### src/logic/rv_decode_settings.svh
`ifndef RV_DECODE_SETTINGS_SVH
`define RV_DECODE_SETTINGS_SVH

// Instruction and immediate width.
`define XLEN			32

// Width of one register address field.
`define REG_ADDR_W		5

// funct7 encodings on the OP major opcode.
`define FUNCT7_BASE		7'b0000000
`define FUNCT7_ALT		7'b0100000
`define FUNCT7_MULDIV	7'b0000001

// Immediate field of the SYSTEM calls.
`define SYSTEM_ECALL	12'h000
`define SYSTEM_EBREAK	12'h001

`endif
### src/logic/rv_decode_pkg.sv
package rv_decode_pkg;

	// Major opcodes, bits 6:0 of the instruction.
	typedef enum logic [6:0] {
		OPC_LOAD		= 7'b0000011,
		OPC_MISC_MEM	= 7'b0001111,
		OPC_OP_IMM		= 7'b0010011,
		OPC_AUIPC		= 7'b0010111,
		OPC_STORE		= 7'b0100011,
		OPC_OP			= 7'b0110011,
		OPC_LUI			= 7'b0110111,
		OPC_BRANCH		= 7'b1100011,
		OPC_JALR		= 7'b1100111,
		OPC_JAL			= 7'b1101111,
		OPC_SYSTEM		= 7'b1110011
	} opcode_e;

	typedef enum logic [2:0] {
		IMM_NONE,
		IMM_I,
		IMM_S,
		IMM_B,
		IMM_U,
		IMM_J
	} imm_fmt_e;

	typedef enum logic [3:0] {
		ALU_ADD,
		ALU_SUB,
		ALU_INC,		// Return address of PC plus four.
		ALU_SLL,
		ALU_SLT,
		ALU_SLTU,
		ALU_SGE,
		ALU_SGEU,
		ALU_SEQ,
		ALU_SNE,
		ALU_XOR,
		ALU_SRL,
		ALU_SRA,
		ALU_OR,
		ALU_AND
	} alu_op_e;

	typedef enum logic [3:0] {
		MEM_NONE,
		MEM_LB,
		MEM_LH,
		MEM_LW,
		MEM_LBU,
		MEM_LHU,
		MEM_SB,
		MEM_SH,
		MEM_SW
	} mem_op_e;

	typedef enum logic [2:0] {
		MUL_NONE,
		MUL_MULL,
		MUL_MULH,
		MUL_MULHSU,
		MUL_MULHU
	} mul_op_e;

	typedef enum logic [2:0] {
		DIV_NONE,
		DIV_DIV,
		DIV_DIVU,
		DIV_REM,
		DIV_REMU
	} div_op_e;

	typedef enum logic [1:0] {
		WB_ALU,
		WB_MEM,
		WB_MUL,
		WB_DIV
	} wb_src_e;

endpackage

### src/logic/id_stage.sv
`timescale 1ns/1ns
`include "rv_decode_settings.svh"

module id_stage import rv_decode_pkg::*; (
	input	logic						clk,
	input	logic						rst_n,
	input	logic	[`XLEN-1:0]			inst,
	input	logic						inst_valid,
	output	logic						dec_valid,
	output	logic	[`XLEN-1:0]			imm,
	output	logic	[`REG_ADDR_W-1:0]	rs1_addr,
	output	logic	[`REG_ADDR_W-1:0]	rs2_addr,
	output	logic	[`REG_ADDR_W-1:0]	rd_addr,
	output	logic						rs1_access,
	output	logic						rs2_access,
	output	logic						rd_access,
	output	logic						sel_pc,
	output	logic						sel_imm,
	output	wb_src_e					wb_src,
	output	alu_op_e					alu_op,
	output	mem_op_e					mem_op,
	output	mul_op_e					mul_op,
	output	div_op_e					div_op,
	output	logic						jump_ena,
	output	logic						jump_ind,
	output	logic						jump_alw,
	output	logic						illegal_inst
);

	imm_fmt_e				imm_fmt;
	logic	[`XLEN-1:0]		imm_c;
	logic					base_rs1_access;
	logic					base_rs2_access;
	logic					base_rd_access;
	logic					base_sel_pc;
	logic					base_sel_imm;
	wb_src_e				base_wb_src;
	alu_op_e				base_alu_op;
	mem_op_e				base_mem_op;
	logic					base_jump_ena;
	logic					base_jump_ind;
	logic					base_jump_alw;
	logic					base_illegal;
	logic					m_hit;
	mul_op_e				mul_op_c;
	div_op_e				div_op_c;
	wb_src_e				wb_src_c;

	imm_gen i_imm_gen (
		.inst		(inst),
		.imm_fmt	(imm_fmt),
		.imm		(imm_c)
	);

	rv32i_ctrl i_rv32i_ctrl (
		.inst			(inst),
		.imm_fmt		(imm_fmt),
		.rs1_access		(base_rs1_access),
		.rs2_access		(base_rs2_access),
		.rd_access		(base_rd_access),
		.sel_pc			(base_sel_pc),
		.sel_imm		(base_sel_imm),
		.wb_src			(base_wb_src),
		.alu_op			(base_alu_op),
		.mem_op			(base_mem_op),
		.jump_ena		(base_jump_ena),
		.jump_ind		(base_jump_ind),
		.jump_alw		(base_jump_alw),
		.base_illegal	(base_illegal)
	);

	rv32m_ctrl i_rv32m_ctrl (
		.inst		(inst),
		.m_hit		(m_hit),
		.mul_op		(mul_op_c),
		.div_op		(div_op_c)
	);

	// M ops pick their own result unit.
	assign wb_src_c = !m_hit ? base_wb_src : ((mul_op_c != MUL_NONE) ? WB_MUL : WB_DIV);

	always_ff @(posedge clk or negedge rst_n) begin
		if (!rst_n) begin
			dec_valid		<= 1'b0;
			rs1_access		<= 1'b0;
			rs2_access		<= 1'b0;
			rd_access		<= 1'b0;
			sel_pc			<= 1'b0;
			sel_imm			<= 1'b0;
			wb_src			<= WB_ALU;
			alu_op			<= ALU_ADD;
			mem_op			<= MEM_NONE;
			mul_op			<= MUL_NONE;
			div_op			<= DIV_NONE;
			jump_ena		<= 1'b0;
			jump_ind		<= 1'b0;
			jump_alw		<= 1'b0;
			illegal_inst	<= 1'b0;
		end else begin
			// Idle cycles register inactive controls.
			dec_valid		<= inst_valid;
			rs1_access		<= inst_valid && (base_rs1_access || m_hit);
			rs2_access		<= inst_valid && (base_rs2_access || m_hit);
			rd_access		<= inst_valid && (base_rd_access || m_hit);
			sel_pc			<= inst_valid && base_sel_pc;
			sel_imm			<= inst_valid && base_sel_imm;
			wb_src			<= inst_valid ? wb_src_c : WB_ALU;
			alu_op			<= inst_valid ? base_alu_op : ALU_ADD;
			mem_op			<= inst_valid ? base_mem_op : MEM_NONE;
			mul_op			<= inst_valid ? mul_op_c : MUL_NONE;
			div_op			<= inst_valid ? div_op_c : DIV_NONE;
			jump_ena		<= inst_valid && base_jump_ena;
			jump_ind		<= inst_valid && base_jump_ind;
			jump_alw		<= inst_valid && base_jump_alw;
			illegal_inst	<= inst_valid && base_illegal && !m_hit;
		end
	end

	// Register fields and immediate.
	always_ff @(posedge clk) begin
		imm			<= imm_c;
		rs1_addr	<= inst[19:15];
		rs2_addr	<= inst[24:20];
		rd_addr		<= inst[11:7];
	end

endmodule

### src/logic/rv32m_ctrl.sv
`timescale 1ns/1ns
`include "rv_decode_settings.svh"

module rv32m_ctrl import rv_decode_pkg::*; (
	input	logic	[`XLEN-1:0]	inst,
	output	logic				m_hit,
	output	mul_op_e			mul_op,
	output	div_op_e			div_op
);

	opcode_e		opcode;
	logic	[2:0]	funct3;
	logic	[6:0]	funct7;

	assign opcode	= opcode_e'(inst[6:0]);
	assign funct3	= inst[14:12];
	assign funct7	= inst[31:25];
	assign m_hit	= (opcode == OPC_OP) && (funct7 == `FUNCT7_MULDIV);

	// funct3 bit 2 splits multiplier and divider.
	always_comb begin
		mul_op = MUL_NONE;
		div_op = DIV_NONE;
		if (m_hit) begin
			case (funct3)
			3'd0: begin
				mul_op = MUL_MULL;
			end
			3'd1: begin
				mul_op = MUL_MULH;
			end
			3'd2: begin
				mul_op = MUL_MULHSU;
			end
			3'd3: begin
				mul_op = MUL_MULHU;
			end
			3'd4: begin
				div_op = DIV_DIV;
			end
			3'd5: begin
				div_op = DIV_DIVU;
			end
			3'd6: begin
				div_op = DIV_REM;
			end
			default: begin
				div_op = DIV_REMU;
			end
			endcase
		end
	end

endmodule

### src/logic/rv32i_ctrl.sv
`timescale 1ns/1ns
`include "rv_decode_settings.svh"

module rv32i_ctrl import rv_decode_pkg::*; (
	input	logic	[`XLEN-1:0]	inst,
	output	imm_fmt_e			imm_fmt,
	output	logic				rs1_access,
	output	logic				rs2_access,
	output	logic				rd_access,
	output	logic				sel_pc,
	output	logic				sel_imm,
	output	wb_src_e			wb_src,
	output	alu_op_e			alu_op,
	output	mem_op_e			mem_op,
	output	logic				jump_ena,
	output	logic				jump_ind,
	output	logic				jump_alw,
	output	logic				base_illegal
);

	opcode_e			opcode;
	logic	[2:0]		funct3;
	logic	[6:0]		funct7;
	logic	[11:0]		funct12;
	logic				funct7_alt;
	logic				sys_regs_zero;

	assign opcode			= opcode_e'(inst[6:0]);
	assign funct3			= inst[14:12];
	assign funct7			= inst[31:25];
	assign funct12			= inst[31:20];
	assign funct7_alt		= (funct7 == `FUNCT7_ALT);
	assign sys_regs_zero	= (inst[19:15] == '0) && (inst[11:7] == '0);

	always_comb begin
		imm_fmt			= IMM_NONE;
		rs1_access		= 1'b0;
		rs2_access		= 1'b0;
		rd_access		= 1'b0;
		sel_pc			= 1'b0;
		sel_imm			= 1'b0;
		wb_src			= WB_ALU;
		alu_op			= ALU_ADD;
		mem_op			= MEM_NONE;
		jump_ena		= 1'b0;
		jump_ind		= 1'b0;
		jump_alw		= 1'b0;
		base_illegal	= 1'b0;

		case (opcode)
		OPC_LUI: begin
			imm_fmt		= IMM_U;
			rd_access	= 1'b1;
			sel_imm		= 1'b1;
		end
		OPC_AUIPC: begin
			imm_fmt		= IMM_U;
			rd_access	= 1'b1;
			sel_pc		= 1'b1;
			sel_imm		= 1'b1;
		end
		OPC_JAL: begin
			imm_fmt		= IMM_J;
			rd_access	= 1'b1;
			sel_pc		= 1'b1;
			alu_op		= ALU_INC;	// Link value.
			jump_ena	= 1'b1;
			jump_alw	= 1'b1;
		end
		OPC_JALR: begin
			imm_fmt			= IMM_I;
			rs1_access		= 1'b1;
			rd_access		= 1'b1;
			sel_pc			= 1'b1;
			alu_op			= ALU_INC;
			jump_ena		= 1'b1;
			jump_ind		= 1'b1;
			jump_alw		= 1'b1;
			base_illegal	= (funct3 != 3'b000);
		end
		OPC_BRANCH: begin
			imm_fmt		= IMM_B;
			rs1_access	= 1'b1;
			rs2_access	= 1'b1;
			jump_ena	= 1'b1;	// Taken only if the compare holds.
			case (funct3)
			3'b000:		alu_op = ALU_SEQ;
			3'b001:		alu_op = ALU_SNE;
			3'b100:		alu_op = ALU_SLT;
			3'b101:		alu_op = ALU_SGE;
			3'b110:		alu_op = ALU_SLTU;
			3'b111:		alu_op = ALU_SGEU;
			default:	base_illegal = 1'b1;
			endcase
		end
		OPC_LOAD: begin
			imm_fmt		= IMM_I;
			rs1_access	= 1'b1;
			rd_access	= 1'b1;
			sel_imm		= 1'b1;
			wb_src		= WB_MEM;
			case (funct3)
			3'b000:		mem_op = MEM_LB;
			3'b001:		mem_op = MEM_LH;
			3'b010:		mem_op = MEM_LW;
			3'b100:		mem_op = MEM_LBU;
			3'b101:		mem_op = MEM_LHU;
			default:	base_illegal = 1'b1;
			endcase
		end
		OPC_STORE: begin
			imm_fmt		= IMM_S;
			rs1_access	= 1'b1;
			rs2_access	= 1'b1;
			sel_imm		= 1'b1;
			wb_src		= WB_MEM;
			case (funct3)
			3'b000:		mem_op = MEM_SB;
			3'b001:		mem_op = MEM_SH;
			3'b010:		mem_op = MEM_SW;
			default:	base_illegal = 1'b1;
			endcase
		end
		OPC_OP_IMM: begin
			imm_fmt		= IMM_I;
			rs1_access	= 1'b1;
			rd_access	= 1'b1;
			sel_imm		= 1'b1;
			case (funct3)
			3'b000:		alu_op = ALU_ADD;
			3'b010:		alu_op = ALU_SLT;
			3'b011:		alu_op = ALU_SLTU;
			3'b100:		alu_op = ALU_XOR;
			3'b110:		alu_op = ALU_OR;
			3'b111:		alu_op = ALU_AND;
			3'b001: begin
				alu_op			= ALU_SLL;
				base_illegal	= (funct7 != `FUNCT7_BASE);
			end
			default: begin
				alu_op			= funct7_alt ? ALU_SRA : ALU_SRL;
				base_illegal	= (funct7 != `FUNCT7_BASE) && !funct7_alt;
			end
			endcase
		end
		OPC_OP: begin
			rs1_access	= 1'b1;
			rs2_access	= 1'b1;
			rd_access	= 1'b1;
			case (funct3)
			3'b000:		alu_op = funct7_alt ? ALU_SUB : ALU_ADD;
			3'b001:		alu_op = ALU_SLL;
			3'b010:		alu_op = ALU_SLT;
			3'b011:		alu_op = ALU_SLTU;
			3'b100:		alu_op = ALU_XOR;
			3'b101:		alu_op = funct7_alt ? ALU_SRA : ALU_SRL;
			3'b110:		alu_op = ALU_OR;
			default:	alu_op = ALU_AND;
			endcase
			// M encodings land here too.
			if (funct7_alt)
				base_illegal = (funct3 != 3'b000) && (funct3 != 3'b101);
			else
				base_illegal = (funct7 != `FUNCT7_BASE);
		end
		OPC_MISC_MEM: begin
			base_illegal = (funct3 != 3'b000);	// FENCE only.
		end
		OPC_SYSTEM: begin
			base_illegal = !((funct3 == 3'b000) && sys_regs_zero &&
				((funct12 == `SYSTEM_ECALL) || (funct12 == `SYSTEM_EBREAK)));
		end
		default: begin
			base_illegal = 1'b1;
		end
		endcase

		if (base_illegal) begin
			imm_fmt		= IMM_NONE;
			rs1_access	= 1'b0;
			rs2_access	= 1'b0;
			rd_access	= 1'b0;
			sel_pc		= 1'b0;
			sel_imm		= 1'b0;
			wb_src		= WB_ALU;
			alu_op		= ALU_ADD;
			mem_op		= MEM_NONE;
			jump_ena	= 1'b0;
			jump_ind	= 1'b0;
			jump_alw	= 1'b0;
		end
	end

endmodule

### src/logic/imm_gen.sv
`timescale 1ns/1ns
`include "rv_decode_settings.svh"

module imm_gen import rv_decode_pkg::*; (
	input	logic	[`XLEN-1:0]	inst,
	input	imm_fmt_e			imm_fmt,
	output	logic	[`XLEN-1:0]	imm
);

	logic	[`XLEN-1:0]	imm_i;
	logic	[`XLEN-1:0]	imm_s;
	logic	[`XLEN-1:0]	imm_b;
	logic	[`XLEN-1:0]	imm_u;
	logic	[`XLEN-1:0]	imm_j;

	// All formats sign extend from bit 31.
	assign imm_i = {{(`XLEN-11){inst[31]}}, inst[30:20]};
	assign imm_s = {{(`XLEN-11){inst[31]}}, inst[30:25], inst[11:7]};
	assign imm_b = {{(`XLEN-12){inst[31]}}, inst[7], inst[30:25], inst[11:8], 1'b0};
	assign imm_u = {inst[31:12], 12'h000};
	assign imm_j = {{(`XLEN-20){inst[31]}}, inst[19:12], inst[20], inst[30:21], 1'b0};

	always_comb begin
		case (imm_fmt)
		IMM_I: begin
			imm = imm_i;
		end
		IMM_S: begin
			imm = imm_s;
		end
		IMM_B: begin
			imm = imm_b;
		end
		IMM_U: begin
			imm = imm_u;
		end
		IMM_J: begin
			imm = imm_j;
		end
		default: begin
			imm = '0;	// No immediate.
		end
		endcase
	end

endmodule

### config.mk
export PLATFORM = sky130hd
export DESIGN_NAME = id_stage
export DESIGN_NICKNAME = d
export VERILOG_FILES = /design/src/logic/rv_decode_pkg.sv /design/src/logic/id_stage.sv /design/src/logic/rv32m_ctrl.sv /design/src/logic/rv32i_ctrl.sv /design/src/logic/imm_gen.sv
export VERILOG_INCLUDE_DIRS = /design/src /design/src/logic
export SDC_FILE = /design/constraint.sdc
export NUM_CORES = 1
export LEC_CHECK = 0
export BUFFER_PORTS_ARGS = -buffer_cell sky130_fd_sc_hd__buf_4
export CAP_MARGIN = 20
export CORE_AREA = 2 2 78 80
export DETAILED_ROUTE_END_ITERATION = 12
export DIE_AREA = 0 0 80 82
export GPL_TIMING_DRIVEN = 0
export PLACE_DENSITY_LB_ADDON = 0.15
export SLEW_MARGIN = 10
export SYNTH_ARGS = -nofsm -noshare
export SYNTH_HDL_FRONTEND = slang
export SYNTH_SLANG_ARGS = --single-unit
### constraint.sdc
create_clock -name clk -period 0.9 [get_ports clk]
set_input_delay 0.18 -clock clk [delete_from_list [all_inputs] [get_ports clk]]
set_output_delay 0.18 -clock clk [all_outputs]
set_load 0.02 [all_outputs]
Word-level counts from Yosys, hierarchy flattened
Cells that the tools add are included.
{"block": "word_totals", "output_inout_bits": 73, "register_bits": 73}
{"block": "op_classes", "n_eq_ne": 27, "n_mux": 49, "reduce_logical": 47}
{"operator": "32-bit case mux with 5 select lines", "count": 1}
{"operator": "4-bit case mux with 7 select lines", "count": 2}
{"operator": "3-bit case mux with 5 select lines", "count": 2}
{"operator": "7-bit by 6-bit == test with 1-bit output, second input constant", "count": 4}
{"operator": "7-bit == test, second input constant", "count": 4}
{"operator": "1-bit 2-to-1 mux", "count": 24}
{"operator": "3-bit case mux with 4 select lines", "count": 2}
{"operator": "4-bit case mux with 6 select lines", "count": 1}
{"operator": "3-bit == test, second input constant", "count": 6}
{"operator": "3-bit 2-to-1 mux", "count": 6}
{"operator": "3-bit OR reduction", "count": 6}
{"operator": "6-bit OR reduction", "count": 3}
{"operator": "1-bit logical AND", "count": 16}
{"operator": "4-bit 2-to-1 mux", "count": 4}
{"operator": "4-bit case mux with 4 select lines", "count": 1}
{"operator": "7-bit by 5-bit == test with 1-bit output, second input constant", "count": 2}
{"operator": "12-bit by 1-bit == test with 1-bit output, second input constant", "count": 1}
{"operator": "3-bit by 2-bit == test with 1-bit output, second input constant", "count": 4}
{"operator": "12-bit zero test", "count": 1}
{"operator": "4-bit case mux with 3 select lines", "count": 1}
{"operator": "5-bit zero test", "count": 2}
{"operator": "5-bit OR reduction", "count": 2}
{"operator": "1-bit case mux with 8 select lines", "count": 1}
{"operator": "4-bit case mux with 2 select lines", "count": 1}
{"operator": "15 further kinds", "count": 26}

Logic depth before layout (Yosys ltp)
Gate-level depths: netlist of the first run.
{"block": "depth", "ltp_word": 9, "mapped_depth": 8, "depth_no_buf": 6}

Modules after synthesis
Synthesis of the first run repeated with hierarchy kept, for this count alone.
{"block": "unflattened", "cells_unflattened": 315, "area_unflattened_um2": 3131.8}
{"module": "id_stage", "cells_each": 107, "n_inst": 1, "area_per_inst_um2": 1780.5}
{"module": "rv32i_ctrl", "cells_each": 126, "n_inst": 1, "area_per_inst_um2": 809.5}
{"module": "imm_gen", "cells_each": 66, "n_inst": 1, "area_per_inst_um2": 390.4}
{"module": "rv32m_ctrl", "cells_each": 16, "n_inst": 1, "area_per_inst_um2": 151.4}

Worst setup path after synthesis of the first run
Ideal clock, no wire load.
{"block": "synth_path", "path_type": "input -> register", "startpoint": "in inst[26]", "endpoint": "reg illegal_inst", "n_path_buf": 0, "path_slack_ps": -1043, "setup_time_ps": 120, "required_time_ps": 780, "arrival_time_ps": 1824, "path_stages": 6, "cell_sequence": "or4_4 or3_4 o2111ai_2 and2_4 nand3_1 and3_1"}
{"block": "synth_via", "elab_chain_len": 7, "elab_cells_between_ends": 17, "cone_classes": "eq/ne (3); mux (3); reduce/logical (11)"}
{"element": "start, declared", "line": "id_stage.sv:7", "text": "input logic [`XLEN-1:0] inst,"}
{"element": "7-bit by 6-bit == test with 1-bit output (no line) (tied with other cells)"}
{"element": "1-bit zero test / 1-bit logical OR (equally long branches)", "line": "rv32i_ctrl.sv:142, rv32i_ctrl.sv:171"}
{"element": "1-bit logical AND (on tied branches)", "line": "rv32i_ctrl.sv:142, rv32i_ctrl.sv:170"}
{"element": "1-bit case mux with 2 select lines / 1-bit zero test (equally long branches)", "line": "rv32i_ctrl.sv:129, rv32i_ctrl.sv:170"}
{"element": "1-bit case mux with 8 select lines", "line": "rv32i_ctrl.sv:50", "text": "case (opcode)"}
{"element": "1-bit logical AND", "line": "id_stage.sv:115", "text": "illegal_inst <= inst_valid && base_illegal && !m_hit;"}
{"element": "1-bit logical AND (*)", "line": "id_stage.sv:115"}
{"element": "end signal, assigned", "line": "id_stage.sv:115"}
{"element": "end, declared", "line": "id_stage.sv:27", "text": "output logic illegal_inst"}
Every way passes the cells marked *; elsewhere a longest branch is shown, timed or not.

Final worst setup path of the first run
Ends and elaborated chain as after synthesis.

==> flow_summary.toml, run 1 <==
[yosys]
synth-edff-count = 0
avgSynthCellArea_um2 = 10.5
synth.distinct_cells = 54
postSynthCellCount = 274
ys_warn_count = 0
synth_top_flop_cell = "dfxtp_1"
synth_common_cells = "dfxtp_1, dfrtp_1, nor2_1"
seq_area_frac_synth_pct = 55.2
synth.most_common_cell = "dfxtp_1"
synth_area_leaders = "dfxtp_1, dfrtp_1, a21o_1, nor2_1, mux2_2"
async_reset_ff_share_pct = 35.6
synth_top_area_share_pct = 32.6
ys_ff_latch = 73
synth_area_mm2 = 0.00288
synth_top_area_cell = "dfxtp_1"
syn_nets = 309

[run_status]
violations = "setup timing"
status = "complete, but fails checks"

[final_layout]
fillerInstances = 284
area_growth_pct = 71.1
nets = 458
regArea_mm2 = 0.00165
multi_input_area_mm2 = 0.00145
insertedDiodeCount = 0
finish.utilization_pct = 85.9
drive_gt1_share_pct = 60.0

[global_routing]
antenna_found_initial = 0
grt_use_total_pct = 28.7
gr-total-overflow = 0
grt_max_degree = 27
grt_pass1_vias = 2837
grt_first_pass_wirelength_mm = 14.1

[sta]
hold_viol = 0
fin_crit_sh_pct = 212
worst_slew_pin_slew_ns = 0.569
slew_headroom_pct = 62.1
setup_slack_ns = -1.00
fin_crit_ns = 1.90
rsz0062_at_grt = "yes"
max_clock_freq_mhz = 525
drv_slew = 0
finalSetupViolations = 129

[clock_network]
cts_tree = "done"
htree_levels = 3
cts.path.max_buffers = 2
numCtsBuffers = 9
clk_pin_slew_ns = 0.07
clkSinkCount = 73
clk_root_buffer_cell = "clkbuf_8"

[power]
switchingPower_w = 0.00186
p_sw_share_pct = 25.7
pwr-share-clk_pct = 39.6
p_comb_share_pct = 13.8
p_int_w = 0.00537
seqPwrFrac_pct = 46.6
powerDensity_mw_per_mm2 = 1460
ir_drop_mv = 1.48
p_leak_nw = 2.21

[placement]
hpwl_mm = 5.55
gp_congestion = 0.890
placement.io_buffers = 106
pre_cts_ws_ns = -1.43

[routing]
drt_wl_total_mm = 10.3
num_vias = 2959
antenna_left = 0
avgRoutedWirePerCell_um = 20.4
drt_iter0_drc = 371
drc = 0
vias_per_cell = 5.88
first_pass_iters = 6

[worst_setup_path]
crit_family = "simple AND/OR/NAND/NOR gates"
crit_start = "inst[26]"
endpoint = "illegal_inst$_DFF_PN0_"
critPathCaptureType = "flop"
cp-start-kind = "primary input"
cp.required_ns = 1.14
slowest_delay_ns = 0.54
path_cells = "buf_6 > or4_4 > or3_4 > a21oi_4 > o221a_4 > buf_4 > nand3_4 > and3_4"
critPathKind = "primary input to flop"
path_max_fanout = 7
critPathBufInv = 2
cp.arrival_ns = 2.14
worst_path_max_delay_cell = "or4_4"
worst-path-stages = 8

[floorplan]
dieArea_mm2 = 0.00656
fp.coreArea_mm2 = 0.00575
ios = 108
die_y_um = 82
die_w_um = 80
initial_core_util_pct = 50.2
rows = 28

[job]
cap_violations = 0

[hold_path]
hold_path_class = "primary input to flop"
==> logic make-up after synthesis <==
kind of cell / share of synthesized area, %
and+or+nand+nor: 20.1
DFF: 55.2
AOI/OAI and AO/OA: 17.1
buffers and inverters: 3.86
muxes: 3.12
xor gates and xnor gates: 0.607
==> cells in the final DEF (no fill, tap or decap), types with 4 or more instances in the layout <==
| cell | n |
|---|---|
| buf_6 | 82 |
| buf_4 | 45 |
| dfxtp_2 | 45 |
| dfrtp_1 | 26 |
| dlygate4sd3_1 | 16 |
| nor2_1 | 15 |
| nand2_1 | 14 |
| a21o_1 | 13 |
| and2_1 | 11 |
| clkbuf_8 | 9 |
| mux2_2 | 8 |
| a22oi_1 | 8 |
| o21ai_0 | 7 |
| nand3_1 | 7 |
| clkbuf_1 | 6 |
| inv_1 | 6 |
| nor2_2 | 6 |
| a21oi_1 | 6 |
| nor3_2 | 5 |
| a21oi_2 | 5 |
| nor2_4 | 4 |
| and3_1 | 4 |
| nor4_1 | 4 |
| and2_4 | 4 |
==> area by class of cell <==
type / count / area share, %
Buffer: 18 / 2.61
Clock buffer: 10 / 2.59
Clock inverter: 6 / 1.80
Inverter: 7 / 0.583
Multi-Input combinational cell: 177 / 29.4
Sequential cell: 73 / 33.4
Tap cell: 75 / 1.90
Timing Repair Buffer: 137 / 27.7
==> state kept, by name, summed over array words and instances (netlist names) <==
name          flops
jump_alw          1
rs1_access        1
jump_ena          1
rs2_addr          5
div_op            3
dec_valid         1
rd_access         1
sel_imm           1
sel_pc            1
illegal_inst      1
mem_op            4
rs2_access        1
wb_src            2
mul_op            3
jump_ind          1
rs1_addr          5
rd_addr           5
imm              32
alu_op            4
==> how the worst min path moves through the flow <==
stage | start | depth (start not counted) | endpoint
detailed placement | rst_n | 1 | mul_op[1]$_DFF_PN0_
finish | inst_valid | 1 | dec_valid$_DFF_PN0_
CTS | inst_valid | 1 | dec_valid$_DFF_PN0_
floorplan | rst_n | 0 | alu_op[0]$_DFF_PN0_
global placement | rst_n | 1 | div_op[1]$_DFF_PN0_
global route | inst_valid | 1 | dec_valid$_DFF_PN0_
==> power by group through the flow <==
| stage | registers (W) | logic [W] | clock network (W) |
|---|---|---|---|
| 2_1_floorplan | 0.00351 | 0.000280 | 0 |
| 3_3_place_gp | 0.00341 | 0.000744 | 0 |
| 3_5_place_dp | 0.00341 | 0.000752 | 0 |
| 4_1_cts | 0.00336 | 0.000895 | 0.00284 |
| 5_1_grt | 0.00337 | 0.00105 | 0.00303 |
| 6_report | 0.00337 | 0.000996 | 0.00286 |
==> metal layers <==
metal  GRT usage [%]  vias to the layer above  part of all wire [%]
met4            14.7                        0                   3.4
met1            34.9                     1429                    38
met3            6.26                       45                   7.1
li1                -                     1287                     -
met2            48.0                      198                    52
met5               0                        -                     0
==> stage by stage <==
stage	total power, W	TNS (ns)	area (um2)	hold WS [ns]	cells
2_1_floorplan	0.00378	-46.92	2950	-0.116	274
3_3_place_gp	0.00415	-62.36	3840	0.0939	455
3_5_place_dp	0.00416	-62.86	3840	0.107	455
4_1_cts	0.00710	-48.44	4700	0.0140	493
5_1_grt	0.00745	-57.62	4940	0.0157	503
6_report	0.00723	-54.19	4940	0.0205	503
==> timing repair <==
item                                   CTS  global route
pin swaps                                5            15
setup endpoints to repair              129           130
buffers inserted                         5            10
cloned                                   1             0
resized for setup                      140            51
endpoints found under the hold margin   41             0
hold buffers                            16             0
(Power assumes the default switching activity.)
==> run 2, diff against run 1 <==
CORE_AREA = 2 2 80 82   (was 2 2 78 80)
DIE_AREA = 0 0 82 84   (was 0 0 80 82)
clock period = 1.9 ns   (was 0.9 ns; I/O delays follow)
==> run 2 against run 1 <==
Against the previous run: the flow still finishes with violations (setup timing); non-clock buffer count is 26 lower; sequential share of layout area rose by 4.9 points; die area is 5.0% higher; clock-buffer cell count stayed put; critical path depth did not move; largest power group unchanged; first-iteration DRC count is 49% lower; wire length fell by 24%.
==> flow_summary.toml, run 2 (same netlist as run 1, synthesis figures left out) <==
[routing]
num_vias = 2623
avgRoutedWirePerCell_um = 16.2
vias_per_cell = 5.48
drt_wl_total_mm = 7.78
first_pass_iters = 7
drc = 0
drt_iter0_drc = 188
antenna_left = 0

[floorplan]
fp.coreArea_mm2 = 0.00610
initial_core_util_pct = 47.3
dieArea_mm2 = 0.00689
die_y_um = 84
ios = 108
die_w_um = 82
rows = 29

[worst_setup_path]
path_cells = "buf_6 > or4_4 > or3_4 > a21oi_2 > o221a_4 > buf_6 > nand4_4 > a2111oi_4"
crit_family = "simple AND/OR/NAND/NOR gates"
path_max_fanout = 6
cpMostUsedCell = "buf_6"
cp.required_ns = 2.14
cp-start-kind = "primary input"
critPathCaptureType = "flop"
critPathBufInv = 2
cp.arrival_ns = 2.23
worst_path_max_delay_cell = "or4_4"
slowest_delay_ns = 0.53
critPathKind = "primary input to flop"

[clock_network]
numCtsBuffers = 9
cts.path.max_buffers = 2
clk_pin_slew_ns = 0.08
clk_root_buffer_cell = "clkbuf_8"
clkSinkCount = 73
cts_tree = "done"
htree_levels = 3

[sta]
hold_viol = 0
fin_crit_sh_pct = 105
worst_slew_pin_slew_ns = 0.599
tns_ns = -1.03
fin_crit_ns = 1.99
slew_headroom_pct = 60.0
setup_slack_ns = -0.0899
rsz0062_at_grt = "yes"
finalSetupViolations = 37
drv_slew = 0
max_clock_freq_mhz = 503

[global_routing]
antenna_found_initial = 0
grt_max_degree = 27
gr-total-overflow = 0
grt_use_total_pct = 22.9
grt_first_pass_wirelength_mm = 11.8
grt_pass1_vias = 2285

[hold_path]
holdPathEnd = "rd_addr[2]$_DFF_P_"
hp-start = "inst[9]"
hold_path_class = "primary input to flop"
min_path_cells = 1

[power]
ir_drop_mv = 0.533
powerDensity_mw_per_mm2 = 726
power_w = 0.00302
p_leak_nw = 1.98

[placement]
gp_congestion = 0.867
pre_cts_ws_ns = -0.746
hpwl_mm = 5.46
placement.io_buffers = 106

[final_layout]
finish.utilization_pct = 68.2
fillerInstances = 489
regMostFlops = "imm"
mostFrequentLayoutCells = "buf_4, dfxtp_1, dfrtp_1"
nets = 432
final_common_cell = "buf_4"
largest_register_ff_count = 32
drive_gt1_share_pct = 43.0
area_growth_pct = 44.1
insertedDiodeCount = 0

[run_status]
violations = "setup timing"
status = "complete, but fails checks"

[job]
cap_violations = 0
run 2: timing repair:
action                                 4_1_cts  5_1_grt
pin swaps                                    2        1
setup endpoints to repair                   35       41
setup buffers                                2        0
endpoints found under the hold margin       26        0
resized for setup                           35        6
hold buffers                                 1        0
gates cloned                                 3        0
run 2: layer usage:
| metal | global-route usage [%] | wire [um] | vias to the layer above |
|---|---|---|---|
| met5 | 0 | 0 | - |
| met4 | 7.42 | 142 | 0 |
| met3 | 5.30 | 719 | 15 |
| met2 | 35.0 | 3700 | 152 |
| met1 | 31.9 | 3210 | 1227 |
| li1 | - | - | 1229 |
run 2: worst max path at each step:
stage | start | end | cells after the start | slack (ns)
floorplan | inst[26] | imm[13]$_DFF_P_ | 7 | -0.22
global placement | inst[5] | imm[12]$_DFF_P_ | 8 | -0.76
detailed placement | inst[5] | imm[17]$_DFF_P_ | 8 | -0.75
CTS | inst[26] | imm[14]$_DFF_P_ | 8 | -0.08
global route | inst[26] | jump_ena$_DFF_PN0_ | 8 | -0.12
finish | inst[26] | jump_ena$_DFF_PN0_ | 8 | -0.09
run 2: final cells by class:
class                      instances  area (um2)  area share, %
sequential                        73        1590           38.3
multi-input combinational        177        1300           31.2
timing repair buffer             111         871           21.0
clock buffer                      10         128           3.07
buffer                            18         105           2.53
tap                               77        96.3           2.32
clock inverter                     6        41.3          0.993
inverter                           7        26.3          0.632
run 2: per-stage QoR:
| stage | hold WS [ns] | instance area (um2) | instances |
|---|---|---|---|
| final | 0.149 | 4160 | 479 |
| after global placement | 0.294 | 3780 | 457 |
| after floorplan | 0.0844 | 2890 | 274 |
| after global routing | 0.141 | 4160 | 479 |
| after CTS | 0.140 | 4140 | 479 |
| after detailed placement | 0.301 | 3780 | 457 |
run 2: report_power, final:
group / switching, W / internal [W] / total [W]
combinational: 0.000218 / 0.000161 / 0.000379
sequential: 0.00000859 / 0.00157 / 0.00158
clock: 0.000581 / 0.000476 / 0.00106
